==> src/hdl/pod_pkg.sv <==
package pod_pkg;

	////////////////////////////////////////
	// Pod geometry

	// Lanes per pod
	localparam int num_lanes = 8;

	// Deserialized samples per leg per clock
	localparam int samples_per_leg = 8;

	// Board pin feeding each front panel lane
	// Index is the front lane, value is the board pin
	localparam int lane_pin_map [num_lanes] = '{3, 2, 7, 6, 5, 4, 1, 0};

	////////////////////////////////////////
	// Widths with a meaning

	// One leg of one lane for one clock
	typedef logic [samples_per_leg-1:0] leg_t;

	// Both legs of one lane interleaved
	typedef logic [2*samples_per_leg-1:0] sample_word_t;

	// One bit per lane
	typedef logic [num_lanes-1:0] lane_mask_t;

	// Overflow event count
	typedef logic [31:0] ovf_count_t;

	////////////////////////////////////////
	// Bundles

	// Raw legs straight off the deserializers, board pin order
	typedef struct packed {
		leg_t [num_lanes-1:0] pos;
		leg_t [num_lanes-1:0] neg;
	} pod_legs_t;

	// Merged words, front panel order
	typedef struct packed {
		sample_word_t [num_lanes-1:0] words;
	} sample_bus_t;

	// What leaves the capture stage each clock
	typedef struct packed {
		logic        valid;
		sample_bus_t samples;
		lane_mask_t  overflow;
	} capture_out_t;

	// Per lane overflow totals for the last interval
	typedef struct packed {
		ovf_count_t [num_lanes-1:0] count;
	} ovf_snapshot_t;

endpackage

==> src/hdl/sample_merge.sv <==
`timescale 1ns/10ps

module sample_merge #(
	// Invert mask indexed by board pin
	parameter pod_pkg::lane_mask_t lane_invert = '0
) (
	input  logic                clk_312p5mhz,
	input  pod_pkg::pod_legs_t  pod_legs,
	output pod_pkg::sample_bus_t samples
);

	////////////////////////////////////////
	// Board pin to front panel remap

	// Legs after remap
	pod_pkg::leg_t [pod_pkg::num_lanes-1:0] front_pos;
	pod_pkg::leg_t [pod_pkg::num_lanes-1:0] front_neg;

	// Invert mask moved into front lane order
	pod_pkg::lane_mask_t front_invert;

	for (genvar k = 0; k < pod_pkg::num_lanes; k++) begin : g_remap
		// Pin that drives this front lane
		localparam int pin = pod_pkg::lane_pin_map[k];

		assign front_pos[k]    = pod_legs.pos[pin];
		assign front_neg[k]    = pod_legs.neg[pin];

		// The invert bit follows its pin
		assign front_invert[k] = lane_invert[pin];
	end

	////////////////////////////////////////
	// Leg interleave

	// Combinational merged words ahead of the register
	pod_pkg::sample_bus_t merged;

	// N leg has the longer input delay
	// so its sample is the earlier one of each pair
	// and lands on the odd bit
	always_comb begin
		for (int k = 0; k < pod_pkg::num_lanes; k++) begin
			for (int i = 0; i < pod_pkg::samples_per_leg; i++) begin
				// N leg arrives complemented from the LVDS pair
				merged.words[k][2*i+1] = ~front_neg[k][i] ^ front_invert[k];
				merged.words[k][2*i]   = front_pos[k][i] ^ front_invert[k];
			end
		end
	end

	////////////////////////////////////////
	// Output register

	// Single pipeline stage
	always_ff @(posedge clk_312p5mhz) begin
		samples <= merged;
	end

endmodule

==> src/hdl/overflow_counter.sv <==
`timescale 1ns/10ps

module overflow_counter #(
	// Clocks per measurement interval
	parameter int unsigned interval_cycles = 312500000
) (
	input  logic                   clk_312p5mhz,
	input  logic                   trig_rst,
	input  pod_pkg::lane_mask_t    lane_overflow,
	output logic                   interval_tick,
	output pod_pkg::lane_mask_t    active_mask,
	output pod_pkg::ovf_snapshot_t snapshot
);

	////////////////////////////////////////
	// Interval timer

	// Wide enough for interval_cycles - 1
	localparam int timer_bits = (interval_cycles > 1) ? $clog2(interval_cycles) : 1;

	// Terminal count
	localparam logic [timer_bits-1:0] timer_last = timer_bits'(interval_cycles - 1);

	logic [timer_bits-1:0] timer;

	// Tick is registered on the terminal count
	// and lasts one clock
	always_ff @(posedge clk_312p5mhz) begin
		if (trig_rst) begin
			timer         <= '0;
			interval_tick <= 1'b0;
		end else if (timer == timer_last) begin
			timer         <= '0;
			interval_tick <= 1'b1;
		end else begin
			timer         <= timer + 1'b1;
			interval_tick <= 1'b0;
		end
	end

	////////////////////////////////////////
	// Per lane counters

	// Events seen so far in this interval
	pod_pkg::ovf_count_t [pod_pkg::num_lanes-1:0] running;

	// Tick copies the running counts out and restarts them
	// A pulse landing on the tick edge is dropped
	always_ff @(posedge clk_312p5mhz) begin
		if (trig_rst) begin
			running  <= '0;
			snapshot <= '0;
		end else if (interval_tick) begin
			snapshot.count <= running;
			running        <= '0;
		end else begin
			for (int k = 0; k < pod_pkg::num_lanes; k++) begin
				if (lane_overflow[k]) begin
					running[k] <= running[k] + 1'b1;
				end
			end
		end
	end

	// Lanes that overflowed in the current interval
	always_comb begin
		for (int k = 0; k < pod_pkg::num_lanes; k++) begin
			active_mask[k] = |running[k];
		end
	end

	////////////////////////////////////////
	// Checks

	// Tick is a single clock strobe
	a_tick_single: assert property (
		@(posedge clk_312p5mhz) disable iff (trig_rst)
		interval_tick |=> !interval_tick
	) else $error("interval_tick held for more than one clock");

	// A nonzero count only returns to zero through a tick or reset
	for (genvar k = 0; k < pod_pkg::num_lanes; k++) begin : g_wrap_chk
		a_no_wrap: assert property (
			@(posedge clk_312p5mhz) disable iff (trig_rst)
			(running[k] != '0 && !interval_tick) |=> (running[k] != '0)
		) else $error("overflow counter wrapped on lane %0d", k);
	end

endmodule

==> src/hdl/pod_capture.sv <==
`timescale 1ns/10ps

module pod_capture (
	input  logic                  clk_312p5mhz,
	input  logic                  trig_rst,
	input  logic                  capture_en,
	input  pod_pkg::sample_bus_t  samples,
	input  pod_pkg::lane_mask_t   active_mask,
	input  pod_pkg::lane_mask_t   flush_done,
	output pod_pkg::capture_out_t capture_out,
	output logic                  flush_complete
);

	////////////////////////////////////////
	// Capture output stage

	// Qualifier and overflow tag
	logic                valid_q;
	pod_pkg::lane_mask_t overflow_q;

	// Sample words, no reset needed on data
	pod_pkg::sample_bus_t samples_q;

	// Enable qualifies the words of the same clock
	always_ff @(posedge clk_312p5mhz) begin
		if (trig_rst) begin
			valid_q    <= 1'b0;
			overflow_q <= '0;
		end else begin
			valid_q    <= capture_en;
			overflow_q <= active_mask;
		end
	end

	// Data stage runs every clock
	always_ff @(posedge clk_312p5mhz) begin
		samples_q <= samples;
	end

	// Pack the output bundle
	assign capture_out = '{
		valid:    valid_q,
		samples:  samples_q,
		overflow: overflow_q
	};

	////////////////////////////////////////
	// Flush tracking

	// Lanes that have reported flush done since reset
	pod_pkg::lane_mask_t flushed;

	// Sticky until reset
	always_ff @(posedge clk_312p5mhz) begin
		if (trig_rst) begin
			flushed <= '0;
		end else begin
			flushed <= flushed | flush_done;
		end
	end

	// All lanes in, registered once more
	always_ff @(posedge clk_312p5mhz) begin
		if (trig_rst) begin
			flush_complete <= 1'b0;
		end else begin
			flush_complete <= &flushed;
		end
	end

	////////////////////////////////////////
	// Checks

	// Completion only clears through reset
	a_flush_sticky: assert property (
		@(posedge clk_312p5mhz)
		(flush_complete && !trig_rst) |=> flush_complete
	) else $error("flush_complete dropped without trig_rst");

endmodule

==> src/hdl/pod_datapath.sv <==
`timescale 1ns/10ps

module pod_datapath #(
	// Per pin inversion, board pin order
	parameter pod_pkg::lane_mask_t lane_invert = '0,

	// Overflow measurement interval in clocks
	parameter int unsigned interval_cycles = 312500000
) (
	input  logic                   clk_312p5mhz,
	input  logic                   trig_rst,
	input  logic                   capture_en,
	input  pod_pkg::pod_legs_t     pod_legs,
	input  pod_pkg::lane_mask_t    lane_overflow,
	input  pod_pkg::lane_mask_t    flush_done,
	output pod_pkg::capture_out_t  capture_out,
	output logic                   flush_complete,
	output logic                   interval_tick,
	output pod_pkg::ovf_snapshot_t ovf_snapshot
);

	////////////////////////////////////////
	// Internal links

	// Merged words, front panel order
	pod_pkg::sample_bus_t merged_samples;

	// Lanes with overflows in the current interval
	pod_pkg::lane_mask_t  active_mask;

	////////////////////////////////////////
	// Sample path

	sample_merge #(
		.lane_invert(lane_invert)
	) merge (
		.clk_312p5mhz (clk_312p5mhz),
		.pod_legs     (pod_legs),
		.samples      (merged_samples)
	);

	////////////////////////////////////////
	// Overflow statistics

	overflow_counter #(
		.interval_cycles(interval_cycles)
	) ovf (
		.clk_312p5mhz  (clk_312p5mhz),
		.trig_rst      (trig_rst),
		.lane_overflow (lane_overflow),
		.interval_tick (interval_tick),
		.active_mask   (active_mask),
		.snapshot      (ovf_snapshot)
	);

	////////////////////////////////////////
	// Combine and flush status

	pod_capture capture (
		.clk_312p5mhz   (clk_312p5mhz),
		.trig_rst       (trig_rst),
		.capture_en     (capture_en),
		.samples        (merged_samples),
		.active_mask    (active_mask),
		.flush_done     (flush_done),
		.capture_out    (capture_out),
		.flush_complete (flush_complete)
	);

endmodule

==> config.mk <==
export PLATFORM = sky130hd
export DESIGN_NAME = pod_datapath
export DESIGN_NICKNAME = d
export VERILOG_FILES = /design/src/hdl/pod_pkg.sv /design/src/hdl/sample_merge.sv /design/src/hdl/overflow_counter.sv /design/src/hdl/pod_capture.sv /design/src/hdl/pod_datapath.sv
export SDC_FILE = /design/constraint.sdc
export NUM_CORES = 1
export LEC_CHECK = 0
export BUFFER_PORTS_ARGS = -buffer_cell sky130_fd_sc_hd__buf_4
export CAP_MARGIN = 0
export CORE_ASPECT_RATIO = 1.75
export CORE_MARGIN = 2
export CORE_UTILIZATION = 55
export CTS_BUF_LIST = sky130_fd_sc_hd__clkbuf_16
export DETAILED_ROUTE_END_ITERATION = 6
export PLACE_DENSITY = 0.79
export RECOVER_POWER = 100
export SETUP_SLACK_MARGIN = 0.5
export SYNTH_ARGS = -nofsm -noshare
export SYNTH_HDL_FRONTEND = slang
export SYNTH_HIERARCHICAL = 1
export SYNTH_SLANG_ARGS = --single-unit
==> constraint.sdc <==
create_clock -name clk_312p5mhz -period 4.8 [get_ports clk_312p5mhz]
set_input_delay 0.96 -clock clk_312p5mhz [delete_from_list [all_inputs] [get_ports clk_312p5mhz]]
set_output_delay 0.96 -clock clk_312p5mhz [all_outputs]
set_load 0.01 [all_outputs]
* After elaboration in Yosys (flattened, before gate mapping)
Index checks and enable logic that the tools add are counted.
** Storage, ports and cells
- Flip-flop bits (word level) :: 816
- Logic and storage cells :: 125
- Output and inout port bits :: 395
- Input port bits :: 147
** Operators by class
- $add $sub $neg :: 9
- Mux-type cells :: 1
- Equality and inequality tests :: 1
- Bitwise gates (word level) :: 65
- Reduce and logical (&&, ||, !) cells :: 11
** Operators by type and width (count)
- 32-bit by 1-bit adder with 32-bit output, second input constant :: 8
- 32-bit OR reduction :: 8
- 1-bit inverter :: 64
- 29-bit by 1-bit adder with 29-bit output, second input constant :: 1
- 29-bit equality test, second input constant :: 1
- 8-bit OR :: 1
- 8-bit AND reduction :: 1
- 2-bit OR reduction :: 2
- 1-bit 2-to-1 mux :: 1

* Longest topological paths before layout
Gate-level depths: netlist of the first run.
- Word-level depth :: 2
- Depth in mapped cells :: 8
- Depth with buffers taken out :: 6

* Hierarchy
Netlist of the first run, hierarchy kept.
** By module, submodules not included
- overflow_counter :: seq. area each 10850.4 um^2, cells each 2513, area each 22974.5 um^2, times used 1
- pod_capture :: seq. area each 2922.8 um^2, cells each 176, area each 3103.0 um^2, times used 1
- sample_merge :: seq. area each 2562.5 um^2, cells each 192, area each 2802.7 um^2, times used 1

* Least setup slack after synthesis of the first run
OpenSTA, ideal clock, no wires.
- Path kind :: in2reg
- Start point :: in lane_overflow[3]
- End point :: reg ovf/running[118] (netlist bit)
- Setup time :: 0.072 ns
- Arrival :: 2.584 ns
- Stages :: 7
- Required time :: 4.728 ns
- Path buffers :: 3
- Path slack :: 2.144 ns
- Path through :: clkbuf_2 -> nand3_1 -> or4_1 -> buf_2 -> buf_2 -> nor4_1 -> mux2i_1
** RTL lines
- start: declaration :: line pod_datapath.sv:14 : input pod_pkg::lane_mask_t lane_overflow,
- end signal: indexed assignment :: line overflow_counter.sv:59 : running[k] <= running[k] + 1'b1;
- end: declaration :: line overflow_counter.sv:45 : pod_pkg::ovf_count_t [pod_pkg::num_lanes-1:0] running;

* Worst setup path after layout of the first run
- Start point :: in trig_rst
- End point :: reg ovf/running[155] (netlist bit)
** On the way
- Longest elaborated chain between the ends :: 1
** Ends and longest elaborated chain
- start: declaration :: line pod_datapath.sv:11 : input logic trig_rst,
- 2-bit OR reduction (no line)
No other way between the ends.
A chain may end at the register's enable or synchronous reset.

==> flow_metrics.tcl, run 1 <==
set metrics [dict create \
    clk_latency_ns 0.61 \
    clkTransAtPathRegs_ns 0.07 \
    final-hold-violation-count 0 \
    fin_skew_ns 0.0226 \
    r2r-start "ovf/interval_tick" \
    critPathLaunchType "primary input" \
    dp_cells 3929 \
    cts_tree "done" \
    num_rows 111 \
    route.detailed.drc 0 \
    max-slew-margin-rel_pct -56.9 \
    synth.distinct_cells 44 \
    die_w_um 177 \
    cts_root_buf "clkbuf_16" \
    run_status "complete, but fails checks" \
    antenna_found_initial 0 \
    period_share_pct 70.4 \
    ys_seq_elements 816 \
    vdd_drop_max_v 0.000398 \
    grt_max_degree 175 \
    rsz0062_at_grt "no" \
    ios 542 \
    cts.sinks 816 \
    synth.avg_cell_area_um2 10.0 \
    area_growth_pct 18.2 \
    min_path_type "flop to flop" \
    end_kind "flop" \
    cp.arrival_ns 3.86 \
    ctsHoldBuffers 0 \
    ys.flop_type "dfxtp_1" \
    crit_family "simple AND/OR/NAND/NOR gates" \
    start_util_pct 55.5 \
    criticalPathCategory "primary input to flop" \
    setup_slack_ns 1.42 \
    gp_congestion 0.847 \
    fmax_mhz 296 \
    r2r.worst_path.cells 3 \
    post-place-ws_ns 1.69 \
    synth-async-reset-ratio_pct 0 \
    synth-seq-area-share_pct 56.6 \
    numCtsBuffers 72 \
    critPathMaxStageDelay_ns 1.59 \
    path_cells "buf_8 > or2_1 > buf_12 > nor2_1 > a41o_1" \
    h-tree-depth 3 \
    syn_nets 3046 \
    synth_xor_area_share_pct 3.00 \
    fillers 4406 \
    core_area_um2 52100 \
    holdPathStages 0 \
    layout.cells.non_filler 4056 \
    clk_path_buf_depth 3 \
    ant_nets 0 \
    fin_crit_ns 3.38 \
    grt_pass1_vias 22900 \
    final.setup.tns_ns 0 \
    via_per_inst 5.69 \
    min-delay-start "merge/samples[28]" \
    overflow 0 \
    power.density_nw_per_um2 390 \
    drt_first_pass_iters 7 \
    tightest_slew_ns 2.35 \
    crit_path_max_fanout 117 \
    avgRoutedWirePerCell_um 17.9 \
    multi_input_area_um2 11400 \
    port_buffers 541 \
    synthMuxAreaShare_pct 9.50 \
    ys_warn_count 6 \
    regArea_um2 16300 \
    crit_required_ns 5.28 \
    r2r_setup_slack_ns 1.45 \
    synthesis.area_um2 28900 \
    setup_viol 0 \
    die_area_um2 54400 \
    die_y_um 307 \
    layout-drive-gt1-share_pct 7.99 \
    dp_hpwl_um 50700 \
    synthCells 2881 \
    finalMaxSlewViolations 186 \
    cts_setup_buffers 0 \
    holdPathEnd "capture/capture_out[36]" \
    synth_top_family_by_area "simple AND/OR/NAND/NOR gates" \
    synth_edf_count 0 \
    nets 3490 \
    grt_use_total_pct 25.8 \
    antennaDiodeCount 0 \
    cpMaxStageDelayCell "or2_1" \
    grt_pass1_wl_um 114000 \
    drt_iter0_markers 1673 \
    path_buf_inv 2 \
    violations "capacitance limit, slew limit" \
    cts_resized 0 \
    synth-compound-area-share_pct 6.82 \
    cap_violations 2 \
    yosys.area_share.simple_pct 19.3 \
    rr_endpoint "ovf/snapshot[252]" \
    power.leakage_nw 12.0 \
    wirelength_um 72700 \
    synth_fa_ha_area_share_pct 0.780 \
    routed-via-count 23100 \
]
-- synth_stat cells (2+ instances only) --
cell      number  area [um2]
nand4_1       98         613
o31ai_1      101         758
nand3_1       76         380
o41ai_1        4        35.0
buf_1         33         124
xnor2_1       41         359
nor3_1        18        90.1
o311ai_0       3        26.3
buf_2         16        80.1
or4_1        122         916
nand4_2        2        25.0
a41o_1         3        30.0
and2_1         6        37.5
a21oi_1      160         801
nor2_1       387        1450
or3_1         71         444
dfxtp_1      816       16300
nand2_1      105         394
or2_2          5        31.3
and3_1        25         156
buf_6          4        45.0
ha_1          18         225
and2b_1        8        60.1
and4_1        49         429
xor2_1        58         508
mux2i_1      274        2740
o21ai_0       58         290
clkbuf_2       5        25.0
nor4_1        60         375
a31oi_1        2        12.5
clkbuf_1     117         439
inv_1        116         435
nor4b_1        9        78.8
-- per-layer routing --
metal,track usage [%],vias up,part of all wire (%)
li1,-,11000,-
met1,26.2,11000,36
met2,47.7,879,52
met3,7.04,195,7.6
met4,12.5,0,4.5
met5,0,-,0
-- through the flow --
stage,cell area [um2],hold WS [ns],utilization [%],total power [W]
after floorplan,28900,0.310,-,0.00730
after global placement,33200,0.310,63.7,0.00754
after detailed placement,33200,0.312,63.7,0.00756
after CTS,35600,0.325,68.4,0.0135
after global routing,34100,0.323,65.5,0.0138
final,34100,0.323,65.5,0.0133
-- cell type report --
type	count	share of cell area (%)
Clock buffer	76	5.57
Clock inverter	51	1.60
Multi-Input combinational cell	1773	33.4
Timing Repair Buffer	546	7.83
Inverter	116	1.28
Tap cell	678	2.49
Sequential cell	816	47.9
-- state kept, by name, indices dropped and copies added, names as in the netlist --
name                    cells
ovf/running               256
ovf/snapshot              256
capture/capture_out       128
merge/samples             128
ovf/timer                  29
capture/flushed             8
capture/overflow_q          8
capture/flush_complete      1
capture/valid_q             1
ovf/interval_tick           1
-- worst reg2reg max path, stage by stage, from the launching register on --
cell      delay, ns
dfxtp_4        0.81
clkbuf_4       1.80
mux2i_1        0.53
nor2_1         0.08
-- cells in the final DEF (no fill, tap or decap), types with 98 or more instances in the layout --
master,count
nand4_1,98
nor2_1,386
clkbuf_4,129
o31ai_1,101
mux2i_1,274
a21oi_1,160
nand2_1,105
or4_1,122
dfxtp_1,815
clkbuf_1,395
inv_1,125
-- power breakdown --
part	switching [W]	internal (W)	total, W
Combinational	0.000213	0.000156	0.000369
Sequential	0.0000642	0.00691	0.00698
Clock	0.00251	0.00347	0.00598
-- kinds of logic (layout without fill, tap and decap cells) --
family                     Yosys count  count (layout)
AOI/OAI and AO/OA                  333             333
xor gates and xnor gates            99              99
adders and majority gates           18              18
buffers and inverters              292             789
DFF                                816             816
muxes                              274             274
and+or+nand+nor                   1049            1049
-- worst max-delay path by stage --
| stage | depth (start not counted) | slack, ns | startpoint | end |
|---|---|---|---|---|
| 5_1_grt | 5 | 1.18 | trig_rst | ovf/running[155] |
| 3_3_place_gp | 5 | 1.72 | trig_rst | ovf/running[155] |
| 3_5_place_dp | 5 | 1.69 | trig_rst | ovf/running[155] |
| 2_1_floorplan | 7 | 2.14 | lane_overflow[3] | ovf/running[118] |
| 4_1_cts | 1 | 2.11 | ovf/interval_tick | interval_tick |
| 6_report | 5 | 1.42 | trig_rst | ovf/running[155] |
(Power assumes the default switching activity.)
==> inputs of run 2 (changes only) <==
- CORE_UTILIZATION: 55 -> 50
- PLACE_DENSITY: 0.79 -> 0.76
- clock period: 4.8 -> 2.85 ns (I/O delays scaled with it)
==> run 2 against run 1 <==
Effect of this change: the run still ends with capacitance limit, slew limit left; count of clock-buffer cells in the layout is 1 lower; clock power rose by 57%; register-to-register slack got worse by 0.99 ns; critical path depth down 2; cell count increased by 2.8%; global-route usage is 2.0 points lower; combinational power up 70%; final area rose by 0.25%; flip-flop and latch count did not move; worst hold slack worse by 0.25 ns; sequential power is 68% higher; critical endpoint is now ovf/running[129]; largest power group unchanged.
==> flow_metrics.tcl, run 2 (synthesis gave the netlist of run 1 again) <==
set metrics [dict create \
    stdcell_area_um2 34200 \
    wirelength_um 73400 \
    run_status "complete, but fails checks" \
    die_w_um 186 \
    critPathLaunch "ovf/interval_tick" \
    core_area_um2 57200 \
    clkTransAtPathRegs_ns 0.07 \
    fin_skew_ns 0.0211 \
    switching_share_pct 21.8 \
    dp_cells 4036 \
    cts_root_buf "clkbuf_16" \
    grt_max_degree 90 \
    r2r-start "ovf/interval_tick" \
    path_cells "or2_1 > clkbuf_2 > nor2_1" \
    max-slew-margin-rel_pct -8.48 \
    power.density_nw_per_um2 636 \
    grt_use_total_pct 23.8 \
    num_rows 116 \
    drt_first_pass_iters 6 \
    crit_path_max_fanout 31 \
    period_share_pct 84.0 \
    start_util_pct 50.5 \
    ctsHoldBuffers 0 \
    violations "capacitance limit, slew limit" \
    area_growth_pct 18.5 \
    route.detailed.drc 0 \
    pwr-share-clk_pct 43.2 \
    cts.sinks 816 \
    final.setup.tns_ns 0 \
    p_sw_w 0.00475 \
    nets 3512 \
    setup_viol 0 \
    internal_power_w 0.0170 \
    h-tree-depth 3 \
    overflow 0 \
    post-place-ws_ns 0.341 \
    drt_iter0_markers 1420 \
    cap_violations 1 \
    via_per_inst 5.55 \
    cp.arrival_ns 2.85 \
    placed_cell_area_um2 33400 \
    layout-drive-gt1-share_pct 8.82 \
    r2r_setup_slack_ns 0.46 \
    power.leakage_nw 12.0 \
    gp_congestion 0.867 \
    clk_latency_ns 0.62 \
    critPathLaunchType "flop" \
    final_cell_mix "dfxtp_1, clkbuf_1, nor2_1" \
    ios 542 \
    port_buffers 541 \
    vdd_drop_max_v 0.000702 \
    largestRegisters "ovf/running: 256 flops, ovf/snapshot: 256 flops" \
    fin_crit_ns 2.39 \
    cts_tree "done" \
    routed-via-count 23100 \
    die_area_um2 59800 \
    fmax_mhz 418 \
    setup_slack_ns 0.457 \
    end_kind "flop" \
    die_y_um 322 \
    finalMaxSlewViolations 82 \
    cpMaxStageDelayCell "or2_1" \
    final-hold-violation-count 0 \
    crit_required_ns 3.31 \
    min_path_type "primary input to flop" \
    grt_pass1_vias 22900 \
    ant_nets 0 \
    grt_pass1_wl_um 115000 \
    layout.cells.non_filler 4169 \
    p_seq_share_pct 54.0 \
    tightest_slew_ns 1.63 \
    avgRoutedWirePerCell_um 17.6 \
    numCtsBuffers 73 \
    clk_path_buf_depth 3 \
    whs_ns 0.0765 \
    layout_commonest_cell "dfxtp_1" \
    rsz0062_at_grt "no" \
    dp_hpwl_um 51900 \
    antenna_found_initial 1 \
    critPathMaxStageDelay_ns 0.83 \
    min-delay-start "pod_legs[92]" \
    criticalPathCategory "flop to flop" \
    comb_power_share_pct 2.9 \
]
## run 2: cell count changes in the layout (fill, tap and decap cells not counted), sizes merged
cell	previous run	this run
buf	22	38
diode	0	1
bufinv	11	3
clkinv	25	36
clkbuf	600	604
## run 2: worst max-delay path: cells and delay by family (launching register included)
kind | cells | cell delay, ns
and+or+nand+nor | 2 | 0.95
buffers and inverters | 1 | 0.68
DFF | 1 | 0.59
## run 2: what timing repair did
action                                  4_1_cts  5_1_grt
endpoints found under the setup margin       25       47
setup buffers                                 1        2
pin swaps                                     0        3
resized for setup                             3       10
## run 2: area by class of cell
type / instances / area, um2
clock buffer: 75 / 1880
tap: 767 / 960
antenna: 1 / 2.50
sequential: 816 / 16300
inverter: 116 / 435
clock inverter: 54 / 393
multi-input combinational: 1773 / 11400
timing repair buffer: 567 / 2820
fill: 5178 / 23000
## run 2: stage by stage
step / utilization (%) / total power (W)
after floorplan: - / 0.0123
after global placement: 58.5 / 0.0127
after detailed placement: 58.5 / 0.0127
after CTS: 62.5 / 0.0222
after global routing: 59.8 / 0.0226
final: 59.8 / 0.0218
## run 2: final timing paths
| kind | endpoint | cells after the start |
|---|---|---|
| worst max-delay path | ovf/running[129] | 3 |
| worst min-delay path | merge/samples[8] | 1 |
| worst max register to register | ovf/running[129] | 3 |
| worst min register to register | capture/capture_out[11] | 0 |
## run 2: routing by layer
layer | vias to the layer above | share of wire, % | GRT usage (%)
met2 | 861 | 52 | 43.8
met4 | 0 | 4.5 | 12.5
met5 | - | 0 | 0
met3 | 195 | 8.5 | 7.47
li1 | 11100 | - | -
met1 | 11000 | 35 | 23.4
## run 2: power by group through the flow
stage | logic, W | clock network, W | registers, W
floorplan | 0.000258 | 0 | 0.0120
global placement | 0.000714 | 0 | 0.0120
detailed placement | 0.000734 | 0 | 0.0120
CTS | 0.000739 | 0.00967 | 0.0117
global route | 0.000694 | 0.0101 | 0.0118
finish | 0.000627 | 0.00939 | 0.0117
==> inputs of run 3 (changes only) <==
- clock period: 2.85 -> 2.1 ns (I/O delays scaled with it)
==> run 3 against run 2 <==
Effect of this change: the run now ends clean; fmax grew 19%; setup slack lost 0.36 ns; count of clock-buffer cells in the layout grew 3; total power grew 42%; final area grew 18%; clock skew grew 0.0054 ns; sequential share of layout area shrank 6.3 points; critical path type unchanged.
==> flow_metrics.tcl, run 3 (synthesis gave the netlist of run 1 again) <==
set metrics [dict create \
    criticalPathCategory "flop to flop" \
    p_sw_w 0.00685 \
    port_buffers 541 \
    min_path_type "primary input to flop" \
    layout_commonest_cell "dfxtp_1" \
    via_per_inst 5.70 \
    path_buf_inv 1 \
    fmax_mhz 498 \
    core_area_um2 57200 \
    rsz0062_at_grt "yes" \
    layout-drive-gt1-share_pct 27.3 \
    drt_iter0_markers 1950 \
    final.setup.tns_ns 0 \
    h-tree-depth 3 \
    power.leakage_nw 15.0 \
    avgRoutedWirePerCell_um 20.6 \
    numCtsBuffers 72 \
    cts_root_buf "clkbuf_16" \
    num_rows 116 \
    grt_pass1_wl_um 137000 \
    max-slew-margin-rel_pct 26.8 \
    drt_first_pass_iters 6 \
    final_cell_mix "dfxtp_1, clkbuf_1, nor2_1" \
    clk_path_buf_depth 3 \
    cp.arrival_ns 2.56 \
    cts_tree "done" \
    ant_nets 0 \
    cts.sinks 816 \
    dp_cells 4110 \
    largestRegisters "ovf/running: 256 flops, ovf/snapshot: 256 flops" \
    grt_pass1_vias 26100 \
    crit_family "simple AND/OR/NAND/NOR gates" \
    critPathMaxStageDelay_ns 0.66 \
    fin_crit_ns 2.01 \
    area_growth_pct 40.2 \
    cpMaxStageDelayCell "or4_1" \
    setup_viol 0 \
    clk_latency_ns 0.64 \
    gp_congestion 0.903 \
    nets 3974 \
    fin_skew_ns 0.0266 \
    internal_power_w 0.0240 \
    finalPower_w 0.0308 \
    period_share_pct 95.5 \
    dp_hpwl_um 55000 \
    comb_power_share_pct 4.2 \
    die_y_um 322 \
    run_status "complete, no violations" \
    clkTransAtPathRegs_ns 0.07 \
    power.density_nw_per_um2 761 \
    routed-via-count 26400 \
    vdd_drop_max_v 0.000991 \
    ios 542 \
    die_area_um2 59800 \
    crit_path_max_fanout 8 \
    antenna_found_initial 1 \
    path_cells "nand4_1 > or4_1 > buf_8 > or4_4 > a21oi_2" \
    finalMaxSlewViolations 0 \
    critPathLaunchType "flop" \
    start_util_pct 50.5 \
    switching_share_pct 22.2 \
    layout.cells.non_filler 4636 \
    die_w_um 186 \
    grt_max_degree 91 \
    p_seq_share_pct 51.5 \
    end_kind "flop" \
    crit_required_ns 2.65 \
    grt_use_total_pct 28.6 \
    final-hold-violation-count 0 \
    overflow 0 \
    pwr-share-clk_pct 44.3 \
    wirelength_um 95300 \
    tightest_slew_ns 1.10 \
    cap_violations 0 \
    route.detailed.drc 0 \
]
-- run 3: layout make-up --
cell class                 instances  area [um2]
multi-input combinational       1786       13000
fill                            4314       16700
antenna                            1        2.50
sequential                       816       16800
tap                              767         960
clock inverter                    55         472
inverter                         116         435
timing repair buffer            1017        6880
clock buffer                      78        1950
-- run 3: path summary, 6_finish.rpt --
| path | start | cells after the start | slack [ns] | to |
|---|---|---|---|---|
| setup / recovery | ovf/running[100] | 5 | 0.09 | ovf/running[113] |
| setup reg to reg | ovf/running[100] | 5 | 0.09 | ovf/running[113] |
| hold / removal | flush_done[4] | 3 | 0.04 | capture/flushed[4] |
| hold reg to reg | merge/samples[81] | 0 | 0.32 | capture/capture_out[89] |
-- run 3: power by group through the flow --
stage | Clock, W | Combinational [W] | Sequential (W)
5_1_grt | 0.0145 | 0.00138 | 0.0159
2_1_floorplan | 0 | 0.000378 | 0.0163
4_1_cts | 0.0139 | 0.00136 | 0.0159
6_report | 0.0137 | 0.00129 | 0.0159
3_3_place_gp | 0 | 0.00102 | 0.0163
3_5_place_dp | 0 | 0.00105 | 0.0163
-- run 3: worst min-delay path: cells and delay by family --
kind,cells,cell delay (ns)
buf+inv,1,0.08
simple gates,2,0.12
-- run 3: metal layers --
layer	global-route usage, %	vias to the layer above	share of wire (%)
met5	0	-	0
met4	15.0	0	5.6
met3	7.63	391	7.7
met2	53.8	1257	53
met1	28.0	12700	34
li1	-	12100	-
-- run 3: repair_timing --
| item | CTS | global route |
|---|---|---|
| pin swaps | 113 | 119 |
| endpoints found under the setup margin | 226 | 305 |
| hold buffers | 130 | 0 |
| hold endpoints to repair | 130 | 0 |
| buffers inserted | 147 | 90 |
| cloned | 18 | 7 |
| gates resized for setup | 340 | 318 |
-- run 3: metrics by stage --
stage	instance area, um2	hold WS [ns]	worst slack, ns	util [%]
final	40500	0.0357	0.0937	70.8
after global routing	40500	0.0214	0.0502	70.8
after CTS	40500	0.00449	0.173	70.8
after detailed placement	34400	0.312	0.0568	60.2
after global placement	34400	0.310	0.0898	60.2
after floorplan	29700	0.310	0.138	-
